## src/dbg_pkg.sv

```systemverilog
`default_nettype none

package dbg_pkg;

	// Core debug port commands
	typedef enum logic [3:0] {
		READ_REG   = 4'h0,
		WRITE_REG  = 4'h1,
		GO         = 4'h8,
		INTGO      = 4'h9,
		SINGLESTEP = 4'hA,
		STOP       = 4'hF
	} dbg_opcode_e;

	typedef enum logic [7:0] {
		GR0 = 8'd0, GR1, GR2, GR3, GR4, GR5, GR6, GR7,
		GR8, GR9, GR10, GR11, GR12, GR13, GR14, GR15,
		GR16, GR17, GR18, GR19, GR20, GR21, GR22, GR23,
		GR24, GR25, GR26, GR27, GR28, GR29, GR30, GR31,
		CPUIDR = 8'd64, TIDR, FLAGR, PCR, SPR, PSR, IOSAR, PDTR,
		KPDTR, TISR, IDTR, FI0R, FI1R, FRCLR, FRCHR,
		// Previous context
		PTIDR = 8'd128, PFLAGR, PPCR, PPSR, PPDTR
	} dbg_target_e;

	typedef struct packed {
		dbg_opcode_e opcode;
		logic [7:0]  target;
		logic [31:0] data;
	} dbg_cmd_t;

	typedef struct packed {
		logic        valid;
		logic        error;
		logic [31:0] data;
	} dbg_rsp_t;

	localparam logic [31:0] ERROR_WORD = 32'hFFFF_FFFF;

	// System registers start at 64, so index i maps to i + 32
	function automatic dbg_target_e dbg_index_to_target(input logic [5:0] index);
		if (index < 6'd32) begin
			return dbg_target_e'({2'b00, index});
		end
		return dbg_target_e'(8'd32 + {2'b00, index});
	endfunction

endpackage

`default_nettype wire

```

## src/uart_pkg.sv

```systemverilog
`default_nettype none

package uart_pkg;

	typedef struct packed {
		logic       valid;
		logic [7:0] data;
	} uart_byte_t;

	// One word of the register dump
	typedef struct packed {
		logic [31:0] word;
		logic        first;
		logic        last;
	} fmt_req_t;

	typedef enum logic [1:0] {
		IDLE,
		START,
		HEX,
		TAIL
	} fmt_state_e;

	localparam logic [7:0] CHAR_START   = 8'h23;
	localparam logic [7:0] CHAR_SPLIT   = 8'h2C;
	localparam logic [7:0] CHAR_STOP    = 8'h0A;
	// Hex digits, upper case
	localparam logic [7:0] CHAR_DIGIT0  = 8'h30;
	localparam logic [7:0] CHAR_ALPHA_A = 8'h41;

endpackage

`default_nettype wire

```

## src/debug_uart.sv

```systemverilog
`timescale 1ns/10ps
`default_nettype none

module debug_uart #(
	parameter logic [15:0] BAUD_DIV = 16'd868
) (
	input  wire                 iCLOCK,
	input  wire                 inRESET,
	input  wire                 tx_valid,
	input  wire  [7:0]          tx_byte,
	output logic                tx_busy,
	output uart_pkg::uart_byte_t rx_byte,
	input  wire                 uart_rxd,
	output logic                uart_txd
);

	localparam logic [15:0] LAST_TICK = BAUD_DIV - 16'd1;
	localparam logic [15:0] MID_TICK  = BAUD_DIV >> 1;

	logic [9:0]  tx_shift;
	logic [15:0] tx_tick;
	logic [3:0]  tx_bit;

	logic [2:0]  rx_sync;
	logic        rx_line;
	logic        rx_active;
	logic [15:0] rx_tick;
	logic [3:0]  rx_bit;
	logic        rx_sample;
	logic [7:0]  rx_shift;
	logic        rx_valid;

	// Transmitter, stop bit and data above the start bit
	always_ff @(posedge iCLOCK or negedge inRESET) begin
		if (!inRESET) begin
			tx_busy <= 1'b0;
			tx_tick <= '0;
			tx_bit  <= '0;
		end else if (!tx_busy) begin
			if (tx_valid) begin
				tx_busy <= 1'b1;
				tx_tick <= '0;
				tx_bit  <= '0;
			end
		end else if (tx_tick == LAST_TICK) begin
			tx_tick <= '0;
			if (tx_bit == 4'd9) begin
				tx_busy <= 1'b0;
			end else begin
				tx_bit <= tx_bit + 4'd1;
			end
		end else begin
			tx_tick <= tx_tick + 16'd1;
		end
	end

	always_ff @(posedge iCLOCK) begin
		if (tx_valid && !tx_busy) begin
			tx_shift <= {1'b1, tx_byte, 1'b0};
		end else if (tx_busy && tx_tick == LAST_TICK) begin
			tx_shift <= {1'b1, tx_shift[9:1]};
		end
	end

	assign uart_txd = tx_busy ? tx_shift[0] : 1'b1;

	// Receiver
	assign rx_line   = rx_sync[1];
	assign rx_sample = rx_active && (rx_tick == MID_TICK);

	always_ff @(posedge iCLOCK or negedge inRESET) begin
		if (!inRESET) begin
			rx_sync   <= 3'b111;
			rx_active <= 1'b0;
			rx_tick   <= '0;
			rx_bit    <= '0;
			rx_valid  <= 1'b0;
		end else begin
			rx_sync  <= {rx_sync[1:0], uart_rxd};
			rx_valid <= 1'b0;
			if (!rx_active) begin
				if (rx_sync[2] && !rx_line) begin
					rx_active <= 1'b1;
					rx_tick   <= '0;
					rx_bit    <= '0;
				end
			end else begin
				if (rx_tick == LAST_TICK) begin
					rx_tick <= '0;
					rx_bit  <= rx_bit + 4'd1;
				end else begin
					rx_tick <= rx_tick + 16'd1;
				end
				if (rx_sample) begin
					// Glitch, not a real start bit
					if (rx_bit == 4'd0 && rx_line) begin
						rx_active <= 1'b0;
					end else if (rx_bit == 4'd9) begin
						rx_active <= 1'b0;
						rx_valid  <= rx_line;
					end
				end
			end
		end
	end

	always_ff @(posedge iCLOCK) begin
		if (rx_sample && rx_bit >= 4'd1 && rx_bit <= 4'd8) begin
			rx_shift <= {rx_line, rx_shift[7:1]};
		end
	end

	assign rx_byte = '{valid: rx_valid, data: rx_shift};

endmodule

`default_nettype wire

```

## src/debug_tx_format.sv

```systemverilog
`timescale 1ns/10ps
`default_nettype none

module debug_tx_format (
	input  wire                 iCLOCK,
	input  wire                 inRESET,
	input  wire                 fmt_req_valid,
	input  wire uart_pkg::fmt_req_t fmt_req,
	output logic                fmt_busy,
	output logic                tx_valid,
	output logic [7:0]          tx_byte,
	input  wire                 tx_busy
);

	import uart_pkg::*;

	fmt_state_e  state;
	logic [31:0] word_q;
	logic        last_q;
	logic [2:0]  nib_cnt;
	logic [3:0]  nibble;

	assign fmt_busy = (state != IDLE);
	assign tx_valid = fmt_busy && !tx_busy;
	// Most significant nibble goes out first
	assign nibble   = word_q[31:28];

	always_comb begin
		case (state)
			START: tx_byte = CHAR_START;
			HEX: begin
				if (nibble < 4'd10) begin
					tx_byte = CHAR_DIGIT0 + {4'h0, nibble};
				end else begin
					tx_byte = CHAR_ALPHA_A + {4'h0, nibble} - 8'd10;
				end
			end
			TAIL: tx_byte = last_q ? CHAR_STOP : CHAR_SPLIT;
			default: tx_byte = 8'h00;
		endcase
	end

	always_ff @(posedge iCLOCK or negedge inRESET) begin
		if (!inRESET) begin
			state   <= IDLE;
			nib_cnt <= '0;
		end else begin
			case (state)
				IDLE: begin
					if (fmt_req_valid) begin
						state   <= fmt_req.first ? START : HEX;
						nib_cnt <= '0;
					end
				end
				START: begin
					if (tx_valid) begin
						state <= HEX;
					end
				end
				HEX: begin
					if (tx_valid) begin
						nib_cnt <= nib_cnt + 3'd1;
						if (nib_cnt == 3'd7) begin
							state <= TAIL;
						end
					end
				end
				TAIL: begin
					if (tx_valid) begin
						state <= IDLE;
					end
				end
				default: state <= IDLE;
			endcase
		end
	end

	always_ff @(posedge iCLOCK) begin
		if (fmt_req_valid && !fmt_busy) begin
			word_q <= fmt_req.word;
			last_q <= fmt_req.last;
		end else if (state == HEX && tx_valid) begin
			word_q <= {word_q[27:0], 4'h0};
		end
	end

endmodule

`default_nettype wire

```

## src/debug_sequencer.sv

```systemverilog
`timescale 1ns/10ps
`default_nettype none

module debug_sequencer #(
	parameter int NUM_REGS = 37
) (
	input  wire                   iCLOCK,
	input  wire                   inRESET,
	input  wire uart_pkg::uart_byte_t rx_byte,
	output logic                  dbg_req,
	output dbg_pkg::dbg_cmd_t     dbg_cmd,
	input  wire                   dbg_busy,
	input  wire dbg_pkg::dbg_rsp_t dbg_rsp,
	output logic                  fmt_req_valid,
	output uart_pkg::fmt_req_t    fmt_req,
	input  wire                   fmt_busy
);

	import dbg_pkg::*;

	typedef enum logic [2:0] {
		IDLE,
		STOP_CORE,
		READ_ALL,
		START_CORE,
		SEND_ALL
	} seq_state_e;

	localparam logic [5:0] LAST_IDX = 6'(NUM_REGS - 1);

	seq_state_e  state;
	logic        waiting;
	logic        rx_pend;
	logic [5:0]  idx;
	logic [31:0] regs [NUM_REGS];
	logic        core_phase;
	dbg_opcode_e cmd_op;
	logic [7:0]  cmd_target;

	assign core_phase = (state == STOP_CORE) || (state == READ_ALL) || (state == START_CORE);

	// Core side
	assign dbg_req = core_phase && !waiting && !dbg_busy;

	always_comb begin
		case (state)
			STOP_CORE:  cmd_op = STOP;
			START_CORE: cmd_op = GO;
			default:    cmd_op = READ_REG;
		endcase
	end

	assign cmd_target = (state == READ_ALL) ? 8'(dbg_index_to_target(idx)) : 8'd0;
	assign dbg_cmd    = '{opcode: cmd_op, target: cmd_target, data: 32'd0};

	// Formatter side
	assign fmt_req_valid = (state == SEND_ALL) && !waiting && !fmt_busy;
	assign fmt_req       = '{word: regs[idx], first: (idx == 6'd0), last: (idx == LAST_IDX)};

	always_ff @(posedge iCLOCK or negedge inRESET) begin
		if (!inRESET) begin
			state   <= IDLE;
			waiting <= 1'b0;
			rx_pend <= 1'b0;
			idx     <= '0;
		end else begin
			// Bytes outside IDLE are dropped
			rx_pend <= rx_byte.valid && (state == IDLE);
			if (!waiting) begin
				case (state)
					IDLE: begin
						idx <= '0;
						if (rx_pend) begin
							state <= STOP_CORE;
						end
					end
					STOP_CORE, READ_ALL, START_CORE: begin
						if (!dbg_busy) begin
							waiting <= 1'b1;
						end
					end
					SEND_ALL: begin
						if (!fmt_busy) begin
							waiting <= 1'b1;
						end
					end
					default: state <= IDLE;
				endcase
			end else begin
				case (state)
					STOP_CORE: begin
						if (dbg_rsp.valid) begin
							waiting <= 1'b0;
							state   <= READ_ALL;
						end
					end
					READ_ALL: begin
						if (dbg_rsp.valid) begin
							waiting <= 1'b0;
							if (idx == LAST_IDX) begin
								idx   <= '0;
								state <= START_CORE;
							end else begin
								idx <= idx + 6'd1;
							end
						end
					end
					START_CORE: begin
						if (dbg_rsp.valid) begin
							waiting <= 1'b0;
							state   <= SEND_ALL;
						end
					end
					SEND_ALL: begin
						// Word done once the formatter drops busy
						if (!fmt_busy) begin
							waiting <= 1'b0;
							if (idx == LAST_IDX) begin
								idx   <= '0;
								state <= IDLE;
							end else begin
								idx <= idx + 6'd1;
							end
						end
					end
					default: begin
						waiting <= 1'b0;
						state   <= IDLE;
					end
				endcase
			end
		end
	end

	always_ff @(posedge iCLOCK) begin
		if (state == READ_ALL && waiting && dbg_rsp.valid) begin
			regs[idx] <= dbg_rsp.error ? ERROR_WORD : dbg_rsp.data;
		end
	end

endmodule

`default_nettype wire

```

## src/debug_monitor_top.sv

```systemverilog
`timescale 1ns/10ps
`default_nettype none

module debug_monitor_top #(
	parameter int          NUM_REGS = 37,
	parameter logic [15:0] BAUD_DIV = 16'd868
) (
	input  wire                    iCLOCK,
	input  wire                    inRESET,
	output dbg_pkg::dbg_cmd_t      dbg_cmd,
	output logic                   dbg_req,
	input  wire                    dbg_busy,
	input  wire dbg_pkg::dbg_rsp_t dbg_rsp,
	input  wire                    uart_rxd,
	output logic                   uart_txd
);

	import uart_pkg::*;

	logic       tx_valid;
	logic [7:0] tx_byte;
	logic       tx_busy;
	uart_byte_t rx_byte;
	logic       fmt_req_valid;
	fmt_req_t   fmt_req;
	logic       fmt_busy;

	debug_uart #(
		.BAUD_DIV(BAUD_DIV)
	) u_uart (
		.iCLOCK  (iCLOCK),
		.inRESET (inRESET),
		.tx_valid(tx_valid),
		.tx_byte (tx_byte),
		.tx_busy (tx_busy),
		.rx_byte (rx_byte),
		.uart_rxd(uart_rxd),
		.uart_txd(uart_txd)
	);

	debug_tx_format u_format (
		.iCLOCK       (iCLOCK),
		.inRESET      (inRESET),
		.fmt_req_valid(fmt_req_valid),
		.fmt_req      (fmt_req),
		.fmt_busy     (fmt_busy),
		.tx_valid     (tx_valid),
		.tx_byte      (tx_byte),
		.tx_busy      (tx_busy)
	);

	debug_sequencer #(
		.NUM_REGS(NUM_REGS)
	) u_seq (
		.iCLOCK       (iCLOCK),
		.inRESET      (inRESET),
		.rx_byte      (rx_byte),
		.dbg_req      (dbg_req),
		.dbg_cmd      (dbg_cmd),
		.dbg_busy     (dbg_busy),
		.dbg_rsp      (dbg_rsp),
		.fmt_req_valid(fmt_req_valid),
		.fmt_req      (fmt_req),
		.fmt_busy     (fmt_busy)
	);

endmodule

`default_nettype wire

```

## config.mk

```make
export PLATFORM = sky130hd
export DESIGN_NAME = debug_monitor_top
export DESIGN_NICKNAME = d
export VERILOG_FILES = /design/src/dbg_pkg.sv /design/src/uart_pkg.sv /design/src/debug_uart.sv /design/src/debug_tx_format.sv /design/src/debug_sequencer.sv /design/src/debug_monitor_top.sv
export SDC_FILE = /design/constraint.sdc
export NUM_CORES = 1
export LEC_CHECK = 0
export ABC_CLOCK_PERIOD_IN_PS = 4980
export BUFFER_PORTS_ARGS = -buffer_cell sky130_fd_sc_hd__buf_2
export CAP_MARGIN = 20
export CORE_MARGIN = 3
export CORE_UTILIZATION = 67
export CTS_CLUSTER_SIZE = 24
export DETAILED_ROUTE_END_ITERATION = 8
export GPL_TIMING_DRIVEN = 0
export MAX_ROUTING_LAYER = met4
export PLACE_DENSITY = 0.85
export REMOVE_ABC_BUFFERS = 1
export SLEW_MARGIN = 0
export SYNTH_ARGS = -nofsm -noshare
export SYNTH_HDL_FRONTEND = slang
export SYNTH_SLANG_ARGS = --single-unit
```

## constraint.sdc

```tcl
create_clock -name iCLOCK -period 4.98 [get_ports iCLOCK]
set_input_delay 0.249 -clock iCLOCK [delete_from_list [all_inputs] [get_ports iCLOCK]]
set_output_delay 0.249 -clock iCLOCK [all_outputs]
set_load 0.005 [all_outputs]
```

==> results of run 1 <==
## Yosys cell counts, types with 59 or more instances
cell	n	area share (%)
edfxtp_1	1225	72
nor2_1	125	0.92
o21ai_0	98	0.96
nand2_1	181	1.3
buf_2	60	0.59
mux4_2	173	7.6
a22oi_1	66	0.97
a21oi_1	65	0.64
buf_4	63	0.92
a221oi_1	67	1.1
mux2i_1	77	1.5
dfrtp_1	59	2.9
## state kept, by name, indices dropped and copies added (netlist names)
| name | flops |
|---|---|
| u_seq.idx | 6 |
| u_uart.tx_bit | 4 |
| u_seq.waiting | 1 |
| u_uart.rx_bit | 4 |
| u_seq.state | 3 |
| u_format.nib_cnt | 3 |
| u_uart.rx_sync | 3 |
| u_seq.rx_pend | 1 |
| u_uart.tx_shift | 9 |
| u_uart.tx_tick | 16 |
| u_format.state | 2 |
| u_format.last_q | 1 |
| u_format.word_q | 32 |
| u_uart.rx_tick | 16 |
| u_uart.rx_active | 1 |
| u_uart.tx_busy | 1 |
| u_uart.rx_valid | 1 |
| u_seq.regs | 1184 |
## per-stage QoR
stage	util, %	setup WS, ns	TNS (ns)	hold slack, ns	instance area (um^2)
after floorplan	-	-8.485	-7341.40	-0.04659	50020
after global placement	68.57	-18.95	-	0.3506	51480
after detailed placement	71.14	0.4180	0	0.3258	53410
after CTS	76.12	0.2550	0	0.04073	57150
after global routing	76.19	0.4068	0	0.06882	57190
final	76.19	0.3275	0	0.06424	57190
## routing by layer
metal / vias to the layer above / GRT usage, % / share of wire [%]
li1: 11430 / - / -
met1: 14940 / 47.81 / 31
met2: 3137 / 56.75 / 46
met3: 738 / 12.46 / 15
met4: 0 / 21.94 / 7.0
met5: - / - / 0
## tightest hold or removal path, delay by kind of cell
| kind | cells | cell delay (ns) |
|---|---|---|
| buffers and inverters | 1 | 0.09 |
| AO/OA/AOI/OAI | 2 | 0.33 |
| AND/OR/NAND/NOR | 1 | 0.05 |
## cell families (layout without fill, tap and decap cells)
| logic type | count (synthesis) | count (layout) | synth area share [%] |
|---|---|---|---|
| compound gates | 453 | 453 | 6.107 |
| other cells | 1 | 36 | 0.007334 |
| buf+inv | 213 | 368 | 2.564 |
| simple gates | 496 | 496 | 4.537 |
| xor+xnor | 17 | 17 | 0.2912 |
| mux | 307 | 307 | 11.06 |
| fa+ha+maj | 17 | 17 | 0.4160 |
| flops | 1288 | 1288 | 75.02 |
## path summary, 6_finish.rpt
check | from | end | depth (start not counted)
max | u_seq.idx[1]$_DFFE_PN0P_ | u_seq.regs[1][10]$_DFFE_PP_ | 6
min | dbg_busy | u_seq.waiting$_DFF_PN0_ | 4
max reg2reg | u_seq.idx[1]$_DFFE_PN0P_ | u_seq.regs[1][10]$_DFFE_PP_ | 6
min reg2reg | u_uart.rx_sync[0]$_DFF_PN1_ | u_uart.rx_sync[1]$_DFF_PN1_ | 0
max in group asynchronous | inRESET | u_uart.rx_sync[2]$_DFF_PN1_ | 3
min in group asynchronous | inRESET | u_seq.idx[1]$_DFFE_PN0P_ | 2
## cells in the final DEF (no fill, tap or decap), types with 11 or more instances in the layout
cell type	n
buf_16	20
clkinv_1	23
clkbuf_16	121
nand2b_1	13
edfxtp_1	1225
buf_12	43
clkbuf_1	24
and2_1	11
a31oi_1	27
nor3_1	12
conb_1	34
nand3_1	43
mux2_2	34
mux4_1	23
o21ai_0	98
a21oi_1	65
a221oi_1	67
clkinv_2	30
ha_1	17
nand2_1	180
or2_2	34
nor2_1	82
a22o_1	23
a22oi_1	66
mux2i_1	77
nor2_4	41
o22ai_1	23
and3_1	12
mux4_2	173
nand4_1	13
dfrtp_1	55
o22a_1	13
buf_2	49
inv_1	15
## power breakdown
group / internal, mW / switching (mW) / leakage, nW
Combinational: 2.18 / 3.11 / 4.52
Sequential: 12.0 / 0.388 / 11.7
Clock: 4.79 / 3.98 / 1.82
## cell type report
| type | instances | area share [%] |
|---|---|---|
| diodes | 2 | 0.008751 |
| clock buffers | 147 | 5.500 |
| clock inverters | 71 | 0.9866 |
| inverters | 19 | 0.1291 |
| multi-input cells | 1324 | 20.85 |
| flip-flops and latches | 1288 | 67.09 |
| well taps | 969 | 2.120 |
| repair buffers | 131 | 3.310 |
==> flow_summary.json, run 1 <==
{
  "power_mw": 26.45,
  "totalWireLength_um": 146400,
  "grt_usage_pct": 38.53,
  "leakage_nw": 17.99,
  "ys_types": 75,
  "grt_max_degree": 64,
  "dr_total_vias": 30240,
  "max_freq_mhz": 214.9,
  "syn2layout_area_growth_pct": 11.85,
  "slew_violations": 0,
  "hpwl_um": 80730,
  "synth_edf_count": 1225,
  "start_util_pct": 68.11,
  "wire_per_inst_um": 37.06,
  "fin_nets": 2937,
  "htree_levels": 3,
  "cp_slowest_cell": "nor2_4",
  "path_clk_slew_ns": 0.07,
  "fin_worst_skew_ns": 0.02615,
  "instances_no_fill": 3951,
  "finalCritPeriodShare_pct": 93.42,
  "grt_pass1_vias": 30070,
  "num_rows": 100,
  "dieArea_um2": 79670,
  "postRouteAntennaNets": 0,
  "worstMarginPinSlew_ns": 1.255,
  "hold_path_class": "in -> reg",
  "p_per_area_nw_per_um2": 462.4,
  "worst_skew_pair.late_latency_ns": 0.71,
  "crit_top_cell": "buf_16",
  "multi_input_area_um2": 11930,
  "ys_ff_latch": 1288,
  "critical_path_arrival_ns": 5.05,
  "root_buffer": "clkbuf_16",
  "hold_viol": 0,
  "yosysWarningCount": 0,
  "drive_gt1_share_pct": 20.64,
  "register_area_um2": 38370,
  "crit_path_max_incr_delay_ns": 1.01,
  "drtIter0Drc": 4907,
  "grt-ovfl-total": 0,
  "crit_chain": "buf_16 > buf_16 > nor2b_2 > nand2_1 > nor2_4 > buf_12",
  "clock-sinks": 1288,
  "antenna_found_initial": 2,
  "die_h_um": 282.3,
  "path_buf_inv": 3,
  "post-cts-setup-buffers": 0,
  "routabilityCongestion": 0.8267,
  "worstPathMaxFanout": 63,
  "cap_violations": 0,
  "setup_viol": 0,
  "viasPerCell": 7.654,
  "grt_pass1_wl_um": 207800,
  "cts_buffer_depth": 3,
  "coreArea_um2": 75070,
  "port_buffers": 49,
  "critical_path.top_delay_family": "simple AND/OR/NAND/NOR gates",
  "crit_type": "reg -> reg",
  "synth_flop_cell": "edfxtp_1",
  "cts_tree": "yes",
  "drcViolationCount": 0,
  "ys_async_sr_fraction_pct": 4.814,
  "finalCriticalPeriod_ns": 4.653,
  "syn_inst": 2792,
  "die_w_um": 282.3,
  "crit_path_start_kind": "register",
  "syn_area_um2": 51130,
  "postCtsHoldBufs": 3,
  "postSynthAreaPerCell_um2": 18.31,
  "yosysSeqAreaShare_pct": 75.02,
  "ios": 84,
  "first_pass_iters": 6,
  "crit_required_ns": 5.38,
  "post_cts_resized": 0,
  "dp_cells": 3725,
  "max_slew_margin_pct": 16.01,
  "status": "complete, no violations",
  "rsz0062_at_grt": "no",
  "critPathCaptureType": "register",
  "cts-buffers-inserted": 118,
  "rrSetupSlack_ns": 0.33,
  "vdd_drop_max_mv": 0.3006,
  "fill_cells": 3736
}
No activity file was read; power rests on OpenSTA's default activity.
==> run 2: changes to the inputs <==
--- a/config.mk
+++ b/config.mk
@@ -5,16 +5,15 @@
 export SDC_FILE = /design/constraint.sdc
 export NUM_CORES = 1
 export LEC_CHECK = 0
-export ABC_CLOCK_PERIOD_IN_PS = 4980
+export ABC_CLOCK_PERIOD_IN_PS = 4100
 export BUFFER_PORTS_ARGS = -buffer_cell sky130_fd_sc_hd__buf_2
 export CAP_MARGIN = 20
 export CORE_MARGIN = 3
-export CORE_UTILIZATION = 67
+export CORE_UTILIZATION = 56
 export CTS_CLUSTER_SIZE = 24
 export DETAILED_ROUTE_END_ITERATION = 8
 export GPL_TIMING_DRIVEN = 0
-export MAX_ROUTING_LAYER = met4
-export PLACE_DENSITY = 0.85
+export PLACE_DENSITY = 0.76
 export REMOVE_ABC_BUFFERS = 1
 export SLEW_MARGIN = 0
 export SYNTH_ARGS = -nofsm -noshare
==> constraint.sdc (replaced) <==
create_clock -name iCLOCK -period 4.1 [get_ports iCLOCK]
set_input_delay 0.205 -clock iCLOCK [delete_from_list [all_inputs] [get_ports iCLOCK]]
set_output_delay 0.205 -clock iCLOCK [all_outputs]
set_load 0.005 [all_outputs]
==> flow_summary.json, run 2 (same netlist as run 1, synthesis figures left out) <==
{
  "cp_num_cells": 7,
  "syn2layout_area_growth_pct": 13.85,
  "crit_type": "reg -> reg",
  "finalCriticalPeriod_ns": 4.212,
  "finalCritPeriodShare_pct": 102.7,
  "slew_violations": 0,
  "largest_reg_flops": 1184,
  "leakage_nw": 18.36,
  "dp_cells": 3941,
  "status": "complete, but fails checks",
  "antenna_found_initial": 2,
  "cts-buffers-inserted": 116,
  "port_buffers": 49,
  "max_slew_margin_pct": 24.54,
  "worst_skew_pair.late_latency_ns": 0.74,
  "dr_total_vias": 29610,
  "instances_no_fill": 4197,
  "vdd_drop_max_mv": 0.4038,
  "path_buf_inv": 4,
  "grt-ovfl-total": 0,
  "power_mw": 32.42,
  "startpoint": "u_seq.idx[2]$_DFFE_PN0P_",
  "layout_commonest_cell": "edfxtp_1",
  "num_rows": 110,
  "path_clk_slew_ns": 0.06,
  "hold_viol": 0,
  "die_w_um": 308.2,
  "viasPerCell": 7.055,
  "fin_ws_ns": -0.1122,
  "root_buffer": "clkbuf_16",
  "worstMarginPinSlew_ns": 1.127,
  "drtIter0Drc": 5139,
  "fin_worst_skew_ns": 0.06989,
  "start_util_pct": 56.64,
  "fill_cells": 5672,
  "r2r-start": "u_seq.idx[2]$_DFFE_PN0P_",
  "max_freq_mhz": 237.4,
  "htree_levels": 3,
  "setup_viol": 156,
  "coreArea_um2": 90290,
  "grt_pass1_vias": 28650,
  "largest-register": "u_seq.regs",
  "postRouteAntennaNets": 0,
  "violations": "setup timing",
  "first_pass_iters": 6,
  "cp_slowest_cell": "nor2_4",
  "hpwl_um": 81940,
  "grt_usage_pct": 29.71,
  "crit_top_cell": "buf_16",
  "ios": 84,
  "cts_tree": "yes",
  "wire_per_inst_um": 34.02,
  "top_regs": "u_seq.regs (1184), u_format.word_q (32)",
  "n_antenna_cell": 0,
  "rrSetupSlack_ns": -0.11,
  "crit_path_max_incr_delay_ns": 0.85,
  "drcViolationCount": 0,
  "crit_chain": "buf_16 > inv_4 > buf_16 > and2_1 > nand2_1 > nor2_4 > buf_12",
  "routabilityCongestion": 0.8076,
  "die_h_um": 308.2,
  "crit_path_start_kind": "register",
  "dieArea_um2": 94970,
  "totalWireLength_um": 142800,
  "hold_path_class": "in -> async",
  "layout_common_cells": "1,225 x edfxtp_1, 180 x nand2_1, 173 x mux4_2, 117 x clkbuf_16, 98 x o21ai_0",
  "crit_required_ns": 4.50,
  "critical_path_arrival_ns": 4.62,
  "grt_max_degree": 62,
  "worstPathMaxFanout": 52,
  "dp_slack_ns": -0.6247,
  "reg2regPathDepth": 7,
  "critPathCaptureType": "register",
  "cap_violations": 0,
  "drive_gt1_share_pct": 21.45,
  "worstSetupEndpoint": "u_seq.regs[1][6]$_DFFE_PP_",
  "clock-sinks": 1288,
  "critical_path.top_delay_family": "simple AND/OR/NAND/NOR gates",
  "fin_nets": 2977,
  "p_per_area_nw_per_um2": 556.9,
  "cts_buffer_depth": 3,
  "rr_endpoint": "u_seq.regs[1][6]$_DFFE_PP_",
  "grt_pass1_wl_um": 201000
}
[run 2: area by class of cell]
type / count / area [um^2] / share of cell area, %
Sequential cell: 1288 / 38370 / 65.91
Multi-Input combinational cell: 1324 / 11940 / 20.51
Clock buffer: 144 / 3059 / 5.255
Timing Repair Buffer: 173 / 2565 / 4.406
Tap cell: 1176 / 1471 / 2.527
Clock inverter: 73 / 737.0 / 1.266
Inverter: 19 / 73.82 / 0.1268
[run 2: worst min path at each step]
stage             start                               to  slack, ns
6_report        inRESET    u_uart.rx_tick[9]$_DFFE_PN0P_       0.06
5_1_grt         inRESET    u_uart.rx_tick[0]$_DFFE_PN0P_       0.12
4_1_cts         inRESET     u_uart.rx_bit[2]$_DFFE_PN0P_       0.08
3_5_place_dp    inRESET     u_uart.rx_bit[2]$_DFFE_PN0P_       0.25
2_1_floorplan   inRESET  u_format.nib_cnt[0]$_DFFE_PN0P_      -0.09
3_3_place_gp   uart_rxd      u_uart.rx_sync[0]$_DFF_PN1_       0.33
[run 2: metal layers]
layer / routed length, um / vias to the layer above / part of all wire, % / global-route usage [%]
met3: 20670 / 568 / 14 / 8.130
met4: 8475 / 2 / 5.9 / 14.48
li1: - / 11510 / - / -
met2: 64720 / 2688 / 45 / 44.44
met1: 48880 / 14840 / 34 / 40.97
met5: 13 / - / 0.0091 / 0
[run 2: through the flow]
step                      utilization (%)  hold WS (ns)  cell area (um^2)  setup TNS (ns)
after floorplan                         -      -0.09059             50020        -8423.55
after global placement              57.30        0.3263             51730               -
after detailed placement            59.72        0.2546             53920          -57.85
after CTS                           64.08       0.08150             57850               0
after global routing                64.48        0.1228             58220          -1.810
final                               64.48       0.06322             58220          -10.39
[run 2: worst reg2reg max path, delay by kind of cell, from the launching register on]
kind / cells / cell delay [ns]
AND/OR/NAND/NOR: 3 / 1.60
flip-flops: 1 / 0.77
buffers and inverters: 4 / 1.53
[run 2: power breakdown]
group,switching (mW),internal (mW)
Sequential,0.409,14.6
Combinational,3.74,2.77
Clock,4.87,6.06
[run 2: what timing repair did]
action | in CTS | in global routing
setup buffers | 8 | 26
resized for setup | 0 | 0
pin swaps | 6 | 12
endpoints found under the setup margin | 129 | 111
hold buffers | 4 | 0
hold endpoints to repair | 63 | 0
